File: src/pers_pkg.sv
package pers_pkg;

   // ********************
   // Dispatch word types
   // ********************
   typedef logic [63:0] data_t;
   typedef logic [31:0] inst_t;
   typedef logic [17:0] aeg_idx_t;
   typedef logic [4:0]  caep_t;
   typedef logic [15:0] exc_t;

   // Opcode field, instruction bits 31:28
   typedef enum logic [3:0] {
      OP_CAEP   = 4'd1,
      OP_AEG_WR = 4'd2,
      OP_AEG_RD = 4'd3
   } op_e;

   // Implemented custom instructions
   localparam caep_t CAEP_HELLO  = 5'd0;
   localparam caep_t CAEP_LAUNCH = 5'd1;
   localparam caep_t CAEP_NOP    = 5'd2;

   // Exception vector bit positions
   localparam int EXC_UNIMPL  = 0;
   localparam int EXC_BAD_IDX = 1;

   // ********************
   // Engine commands
   // ********************
   localparam logic [2:0] CMD_CODE_RESET = 3'd1;
   localparam logic [4:0] CMD_ARG_RESET  = 5'd16;

   // Code in bits 2:0, argument in bits 7:3
   localparam data_t RESET_CMD = {56'd0, CMD_ARG_RESET, CMD_CODE_RESET};

endpackage

File: src/inst_decode.sv
`timescale 1ns/1ps

module inst_decode #(
   parameter int NUM_AEG = 2
) (
   input  logic                inst_vld_i,
   input  pers_pkg::inst_t     inst_i,
   output logic                aeg_wr_o,
   output logic                aeg_rd_o,
   output pers_pkg::aeg_idx_t  aeg_idx_o,
   output logic                idx_err_o,
   output logic                unimpl_o,
   output logic                launch_o
);
   import pers_pkg::*;

   localparam aeg_idx_t AEG_LIMIT = aeg_idx_t'(NUM_AEG);

   op_e   op;
   caep_t caep;
   logic  idx_ok;

   // Instruction fields
   assign op        = op_e'(inst_i[31:28]);
   assign caep      = inst_i[22:18];
   assign aeg_idx_o = inst_i[17:0];
   assign idx_ok    = aeg_idx_o < AEG_LIMIT;

   always_comb begin
      aeg_wr_o  = 1'b0;
      aeg_rd_o  = 1'b0;
      idx_err_o = 1'b0;
      unimpl_o  = 1'b0;
      launch_o  = 1'b0;
      if (inst_vld_i) begin
         case (op)
            OP_AEG_WR: begin
               aeg_wr_o  = idx_ok;
               idx_err_o = !idx_ok;
            end
            OP_AEG_RD: begin
               aeg_rd_o  = idx_ok;
               idx_err_o = !idx_ok;
            end
            OP_CAEP: begin
               // Hello and nop complete in the decode cycle
               if (caep == CAEP_LAUNCH) begin
                  launch_o = 1'b1;
               end else if (caep != CAEP_HELLO && caep != CAEP_NOP) begin
                  unimpl_o = 1'b1;
               end
            end
            default: unimpl_o = 1'b1;
         endcase
      end
   end

endmodule

File: src/aeg_file.sv
`timescale 1ns/1ps

module aeg_file #(
   parameter int NUM_AEG = 2
) (
   input  logic                clk,
   input  logic                reset_per,
   input  logic                aeg_wr_i,
   input  logic                aeg_rd_i,
   input  pers_pkg::aeg_idx_t  aeg_idx_i,
   input  pers_pkg::data_t     data_i,
   input  logic                idx_err_i,
   input  logic                unimpl_i,
   output logic                ret_vld_o,
   output pers_pkg::data_t     ret_data_o,
   output pers_pkg::exc_t      exception_o,
   output pers_pkg::data_t     aeg0_o
);
   import pers_pkg::*;

   data_t aeg_q [NUM_AEG];
   data_t rd_data;
   exc_t  exc_d;

   // ********************
   // Register bank
   // ********************
   always_ff @(posedge clk) begin
      if (reset_per) begin
         for (int i = 0; i < NUM_AEG; i++) begin
            aeg_q[i] <= '0;
         end
      end else begin
         for (int i = 0; i < NUM_AEG; i++) begin
            if (aeg_wr_i && aeg_idx_i == aeg_idx_t'(i)) begin
               aeg_q[i] <= data_i;
            end
         end
      end
   end

   always_comb begin
      rd_data = '0;
      for (int i = 0; i < NUM_AEG; i++) begin
         if (aeg_idx_i == aeg_idx_t'(i)) begin
            rd_data = aeg_q[i];
         end
      end
   end

   always_comb begin
      exc_d              = '0;
      exc_d[EXC_UNIMPL]  = unimpl_i;
      exc_d[EXC_BAD_IDX] = idx_err_i;
   end

   // Return path, one cycle after decode
   always_ff @(posedge clk) begin
      if (reset_per) begin
         ret_vld_o   <= 1'b0;
         exception_o <= '0;
      end else begin
         ret_vld_o   <= aeg_rd_i;
         exception_o <= exc_d;
      end
   end

   always_ff @(posedge clk) begin
      if (aeg_rd_i) begin
         ret_data_o <= rd_data;
      end
   end

   assign aeg0_o = aeg_q[0];

endmodule

File: src/busy_timer.sv
`timescale 1ns/1ps

module busy_timer #(
   parameter int MIN_BUSY_CYCLES = 32,
   parameter int WATCHDOG_BITS   = 22
) (
   input  logic clk,
   input  logic reset_per,
   input  logic hold_start_i,
   input  logic busy_i,
   output logic hold_active_o,
   output logic watchdog_expired_o
);

   localparam int HOLD_W = $clog2(MIN_BUSY_CYCLES + 1);

   logic [HOLD_W-1:0]      hold_cnt;
   logic [WATCHDOG_BITS:0] wd_cnt;

   // ********************
   // Minimum hold
   // ********************
   always_ff @(posedge clk) begin
      if (reset_per || watchdog_expired_o) begin
         hold_cnt <= '0;
      end else if (hold_start_i) begin
         hold_cnt <= HOLD_W'(MIN_BUSY_CYCLES);
      end else if (hold_cnt != '0) begin
         hold_cnt <= hold_cnt - 1'b1;
      end
   end

   assign hold_active_o = hold_cnt != '0;

   // Watchdog counts continuous busy cycles
   always_ff @(posedge clk) begin
      if (reset_per || watchdog_expired_o || !busy_i) begin
         wd_cnt <= '0;
      end else begin
         wd_cnt <= wd_cnt + 1'b1;
      end
   end

   // Top bit set after 2**WATCHDOG_BITS busy cycles
   assign watchdog_expired_o = wd_cnt[WATCHDOG_BITS];

endmodule

File: src/launch_ctrl.sv
`timescale 1ns/1ps

module launch_ctrl (
   input  logic             clk,
   input  logic             reset_per,
   input  logic             launch_i,
   input  pers_pkg::data_t  aeg0_i,
   input  logic             engine_busy_i,
   input  logic             hold_active_i,
   input  logic             watchdog_expired_i,
   output logic             hold_start_o,
   output logic             busy_o,
   output logic             cmd_vld_o,
   output pers_pkg::data_t  cmd_o,
   output logic             idle_o,
   output logic             stall_o
);
   import pers_pkg::*;

   typedef enum logic [1:0] {
      ST_RESET_CMD,
      ST_IDLE,
      ST_SEND,
      ST_HOLD
   } state_e;

   state_e state_q;
   state_e state_d;
   data_t  payload_q;

   // ********************
   // Command FSM
   // ********************
   always_comb begin
      state_d = state_q;
      case (state_q)
         ST_RESET_CMD: state_d = ST_IDLE;
         ST_IDLE:      if (launch_i) state_d = ST_SEND;
         ST_SEND:      state_d = ST_HOLD;
         ST_HOLD:      if (!hold_active_i) state_d = ST_IDLE;
         default:      state_d = ST_RESET_CMD;
      endcase
      // Hung engine gets a fresh reset command
      if (watchdog_expired_i) begin
         state_d = ST_RESET_CMD;
      end
   end

   always_ff @(posedge clk) begin
      if (reset_per) begin
         state_q <= ST_RESET_CMD;
      end else begin
         state_q <= state_d;
      end
   end

   // Launch payload, captured at the launch edge
   always_ff @(posedge clk) begin
      if (state_q == ST_IDLE && launch_i) begin
         payload_q <= aeg0_i;
      end
   end

   assign cmd_vld_o    = state_q == ST_RESET_CMD || state_q == ST_SEND;
   assign cmd_o        = (state_q == ST_SEND) ? payload_q : RESET_CMD;
   assign hold_start_o = state_q == ST_SEND;

   // Busy seen by the watchdog, stall adds the launch in decode
   assign busy_o  = state_q != ST_IDLE || engine_busy_i;
   assign stall_o = busy_o || launch_i;
   assign idle_o  = !stall_o;

endmodule

File: src/cae_pers_top.sv
`timescale 1ns/1ps

module cae_pers_top #(
   parameter int NUM_AEG         = 2,
   parameter int MIN_BUSY_CYCLES = 32,
   parameter int WATCHDOG_BITS   = 22
) (
   input  logic                clk,
   input  logic                reset_per,
   // Dispatch
   input  logic                inst_vld_i,
   input  pers_pkg::inst_t     inst_i,
   input  pers_pkg::data_t     data_i,
   output pers_pkg::aeg_idx_t  aeg_cnt_o,
   output logic                ret_vld_o,
   output pers_pkg::data_t     ret_data_o,
   output pers_pkg::exc_t      exception_o,
   output logic                idle_o,
   output logic                stall_o,
   // Engine
   output logic                cmd_vld_o,
   output pers_pkg::data_t     cmd_o,
   input  logic                engine_busy_i
);
   import pers_pkg::*;

   logic     aeg_wr;
   logic     aeg_rd;
   aeg_idx_t aeg_idx;
   logic     idx_err;
   logic     unimpl;
   logic     launch;
   data_t    aeg0;
   logic     hold_start;
   logic     busy;
   logic     hold_active;
   logic     watchdog_expired;

   assign aeg_cnt_o = aeg_idx_t'(NUM_AEG);

   // ********************
   // Decode and registers
   // ********************
   inst_decode #(
      .NUM_AEG (NUM_AEG)
   ) u_inst_decode (
      .inst_vld_i (inst_vld_i),
      .inst_i     (inst_i),
      .aeg_wr_o   (aeg_wr),
      .aeg_rd_o   (aeg_rd),
      .aeg_idx_o  (aeg_idx),
      .idx_err_o  (idx_err),
      .unimpl_o   (unimpl),
      .launch_o   (launch)
   );

   aeg_file #(
      .NUM_AEG (NUM_AEG)
   ) u_aeg_file (
      .clk         (clk),
      .reset_per   (reset_per),
      .aeg_wr_i    (aeg_wr),
      .aeg_rd_i    (aeg_rd),
      .aeg_idx_i   (aeg_idx),
      .data_i      (data_i),
      .idx_err_i   (idx_err),
      .unimpl_i    (unimpl),
      .ret_vld_o   (ret_vld_o),
      .ret_data_o  (ret_data_o),
      .exception_o (exception_o),
      .aeg0_o      (aeg0)
   );

   // ********************
   // Engine control
   // ********************
   busy_timer #(
      .MIN_BUSY_CYCLES (MIN_BUSY_CYCLES),
      .WATCHDOG_BITS   (WATCHDOG_BITS)
   ) u_busy_timer (
      .clk                (clk),
      .reset_per          (reset_per),
      .hold_start_i       (hold_start),
      .busy_i             (busy),
      .hold_active_o      (hold_active),
      .watchdog_expired_o (watchdog_expired)
   );

   launch_ctrl u_launch_ctrl (
      .clk                (clk),
      .reset_per          (reset_per),
      .launch_i           (launch),
      .aeg0_i             (aeg0),
      .engine_busy_i      (engine_busy_i),
      .hold_active_i      (hold_active),
      .watchdog_expired_i (watchdog_expired),
      .hold_start_o       (hold_start),
      .busy_o             (busy),
      .cmd_vld_o          (cmd_vld_o),
      .cmd_o              (cmd_o),
      .idle_o             (idle_o),
      .stall_o            (stall_o)
   );

endmodule

File: config.mk
export PLATFORM = sky130hd
export DESIGN_NAME = cae_pers_top
export DESIGN_NICKNAME = d
export VERILOG_FILES = /design/src/pers_pkg.sv /design/src/inst_decode.sv /design/src/aeg_file.sv /design/src/busy_timer.sv /design/src/launch_ctrl.sv /design/src/cae_pers_top.sv
export SDC_FILE = /design/constraint.sdc
export NUM_CORES = 1
export LEC_CHECK = 0
export BUFFER_PORTS_ARGS = -buffer_cell sky130_fd_sc_hd__buf_2
export CAP_MARGIN = 5
export CORE_MARGIN = 5
export CORE_UTILIZATION = 50
export DETAILED_ROUTE_END_ITERATION = 8
export PLACE_DENSITY = 0.76
export SLEW_MARGIN = 5
export SYNTH_ARGS = -nofsm -noshare
export SYNTH_HDL_FRONTEND = slang
export SYNTH_SLANG_ARGS = --single-unit
export TNS_END_PERCENT = 5
File: constraint.sdc
create_clock -name clk -period 8.25 [get_ports clk]
set_clock_uncertainty 0.1 [all_clocks]
set_input_delay 0 -clock clk [delete_from_list [all_inputs] [get_ports clk]]
set_output_delay 0 -clock clk [all_outputs]
set_load 0.005 [all_outputs]
==> impl_metrics.env <==
export IMPL_avgSynthCellArea_um2=15.7
export IMPL_critical_path_peak_fanout=34
export IMPL_drt_iter0_drc=378
export IMPL_rsz0062_at_grt="no"
export IMPL_p_leak_uw=0.00570
export IMPL_worst_ir_drop_vdd_uv=263
export IMPL_ys_ff_latch=290
export IMPL_setup_viol=0
export IMPL_critPathLaunchType="flop"
export IMPL_arrival_ps=2400
export IMPL_cp_required_ps=8150
export IMPL_yosys_cell_count_top_type="edfxtp_1"
export IMPL_first_global_vias=7166
export IMPL_yosys_cell_types_count=47
export IMPL_max_cap_viol_count=0
export IMPL_hold_class="in2reg"
export IMPL_hold_path_cell_count=3
export IMPL_dp_hpwl_um=14400
export IMPL_remaining_drc_errors=0
export IMPL_rr_endpoint="u_busy_timer.wd_cnt[18]"
export IMPL_synth_async_reset_ratio=0
export IMPL_htree_levels=1
export IMPL_viasPerCell=5.12
export IMPL_postCtsSetupRepairBufs=0
export IMPL_ys_top_cells_by_count="256 x edfxtp_1, 127 x and2_1, 64 x a22o_1"
export IMPL_grt_pass1_wl_um=38900
export IMPL_path_cells="inv_1 -> ha_2 -> buf_4 -> and2_1 -> buf_2"
export IMPL_cts_root_buffer="clkbuf_16"
export IMPL_die_h_um=159
export IMPL_die_area_um2=25300
export IMPL_core_area_um2=21900
export IMPL_critPathBufInv=3
export IMPL_dr_pass1_iters=5
export IMPL_track_usage=0.190
export IMPL_final_nets=1123
export IMPL_crit_type="reg2out"
export IMPL_final_setup_tns_ps=0
export IMPL_tightest_slew_ps=990
export IMPL_synth_top_area_frac=0.691
export IMPL_reg2reg_from="u_busy_timer.wd_cnt[0]"
export IMPL_clkSinkCount=290
export IMPL_yosys_most_used_dff="edfxtp_1"
export IMPL_rows=54
export IMPL_place_ws_ps=5560
export IMPL_finalMaxSlewViolations=0
export IMPL_ctsHoldBuffers=75
export IMPL_rr_worst_depth=5
export IMPL_synthAdderAreaFrac=0.00788
export IMPL_design_power_total_uw=3190
export IMPL_dpl_cell_area_um2=12400
export IMPL_timing_final_crit_share=0.302
export IMPL_slew_headroom=0.340
export IMPL_ios=266
export IMPL_ant_nets=0
export IMPL_met1Wirelength_um=9300
export IMPL_clkLatencyLatePin_ps=530
export IMPL_met2_length_um=13300
export IMPL_synthMuxAreaShare=0.00360
export IMPL_synth_enable_flop_cells=256
export IMPL_via_count=6756
export IMPL_clk_pin_slew_ps=60
export IMPL_worstHoldEndpoint="u_aeg_file.aeg_q[0][77]"
export IMPL_worstHoldStart="data_i[13]"
export IMPL_route_met3_wl_um=1670
export IMPL_antenna_found_initial=2
export IMPL_wl_per_cell_um=18.9
export IMPL_p_per_area_nw_per_um2=226
export IMPL_dr_max_layer_used="met5"
export IMPL_cts_tree="done"
export IMPL_slowest_stage="ha_2"
export IMPL_grt_max_degree=66
export IMPL_die_w_um=159
export IMPL_area_delta_synth_final_pct=26.6
export IMPL_cts_buffers_inserted=29
export IMPL_placed_cells=1190
export IMPL_crit_path_end_kind="primary output"
export IMPL_max_stage_delay_ps=600
export IMPL_hold_viol=0
export IMPL_fmax_ghz=0.401
export IMPL_syn_inst=710
export IMPL_synth_top_family_by_area="simple AND/OR/NAND/NOR gates"
export IMPL_yosys_area_share_simple=0.123
export IMPL_synthXorXnorAreaFrac=0.0110
export IMPL_fill_cells=1564
export IMPL_yosysWarnings=0
export IMPL_grt_overflow=0
export IMPL_post_route_min_period_ps=2500
export IMPL_stdcell_count=1319
export IMPL_ctsResizeCount=0
export IMPL_finalWorstSetupSlack_ps=5750
export IMPL_cp_top_family="buffers and inverters"
export IMPL_cts_buffer_depth=3
export IMPL_synth_compound_area_share=0.0634
export IMPL_drive_gt1_frac=0.279
export IMPL_post_route_cell_area_um2=14100
export IMPL_portBuffers=228
export IMPL_status="complete, no violations"
export IMPL_finalWeightedCongestion=0.744
export IMPL_routed_wl_um=24900
export IMPL_synthTopCellsByArea="edfxtp_1 69%, and2_1 7.1%, dfxtp_1 6.1%"
export IMPL_synth_area_um2=11100
export IMPL_seq_area_frac_synth=0.753
export IMPL_start_util=0.508
export IMPL_rrSetupSlack_ps=6080
export IMPL_yosysTopAreaCell="edfxtp_1"
-- worst max-delay path by stage --
stage	from	end	depth (start not counted)
CTS	u_launch_ctrl.state_q[0]	cmd_o[57]	5
global placement	inst_i[3]	u_aeg_file.aeg_q[0][107]	6
floorplan	inst_i[13]	u_aeg_file.ret_data_o[0]	3
finish	u_launch_ctrl.state_q[0]	cmd_o[61]	5
global route	u_launch_ctrl.state_q[0]	cmd_o[53]	5
detailed placement	inst_i[17]	u_aeg_file.aeg_q[0][119]	6
-- worst reg2reg max path, stage by stage (launching register included) --
cell,delay (ps)
dfxtp_1,370
ha_1,250
nand4_1,220
or3_1,470
or4_1,490
a21oi_1,180
-- where the power goes --
group	leakage [uW]	switching (uW)	internal, uW
Clock	0.000429	518	703
Combinational	0.00246	154	141
Sequential	0.00281	30.7	1640
Total	0.00570	703	2480
-- layout by cell type, fill, tap and decap left out, types with 4 or more instances in the layout --
cell / synthesis / layout
edfxtp_1: 256 / 256
buf_2: 1 / 228
and2_1: 127 / 127
dlygate4sd3_1: 0 / 75
a22o_1: 64 / 64
dfxtp_1: 34 / 34
conb_1: 2 / 32
clkbuf_16: 0 / 29
nor2_1: 21 / 21
nand2_1: 16 / 16
inv_1: 13 / 13
a21oi_1: 10 / 10
xnor2_1: 9 / 9
nand3_1: 8 / 8
nor3_1: 9 / 8
clkinv_1: 0 / 8
or3_1: 7 / 7
nor4_1: 7 / 6
ha_1: 7 / 6
clkbuf_1: 25 / 6
buf_4: 32 / 6
o31ai_1: 5 / 5
or4_1: 5 / 5
xor2_1: 5 / 5
clkinv_2: 0 / 5
nand4_1: 4 / 4
mux2i_1: 4 / 4
-- final cells by class --
| class | count | area (um2) | share of cell area |
|---|---|---|---|
| sequential | 290 | 8370 | 0.595 |
| inverter | 13 | 48.8 | 0.00347 |
| timing repair buffer | 309 | 1940 | 0.138 |
| clock inverter | 17 | 129 | 0.00916 |
| clock buffer | 35 | 748 | 0.0532 |
| antenna | 2 | 5.00 | 0.000356 |
| tap | 280 | 350 | 0.0249 |
| multi-input combinational | 373 | 2490 | 0.177 |
-- flip-flops by register name, indices dropped and copies added (netlist names) --
| signal | cells |
|---|---|
| u_aeg_file.ret_data_o | 64 |
| u_busy_timer.hold_cnt | 6 |
| u_aeg_file.aeg_q | 128 |
| u_aeg_file.ret_vld_o | 1 |
| u_launch_ctrl.state_q | 2 |
| u_launch_ctrl.payload_q | 64 |
| u_busy_timer.wd_cnt | 23 |
| u_aeg_file.exception_o | 2 |
-- cells by family after synthesis --
logic type	Yosys count
flops	290
simple gates	229
compound gates	87
buf+inv	77
xor+xnor	14
fa+ha+maj	7
mux	4
other cells	2
-- stage by stage --
stage / hold slack (ps) / utilization
3_5_place_dp: 201 / 0.568
4_1_cts: 169 / 0.643
5_1_grt: 194 / 0.643
2_1_floorplan: 7.91 / -
6_report: 206 / 0.643
3_3_place_gp: 196 / 0.568
-- routing by layer --
metal	vias up	track usage
met5	-	0
met4	2	0.0496
met3	42	0.0476
met2	229	0.351
met1	3300	0.219
li1	3183	-
(Power assumes the default switching activity.)
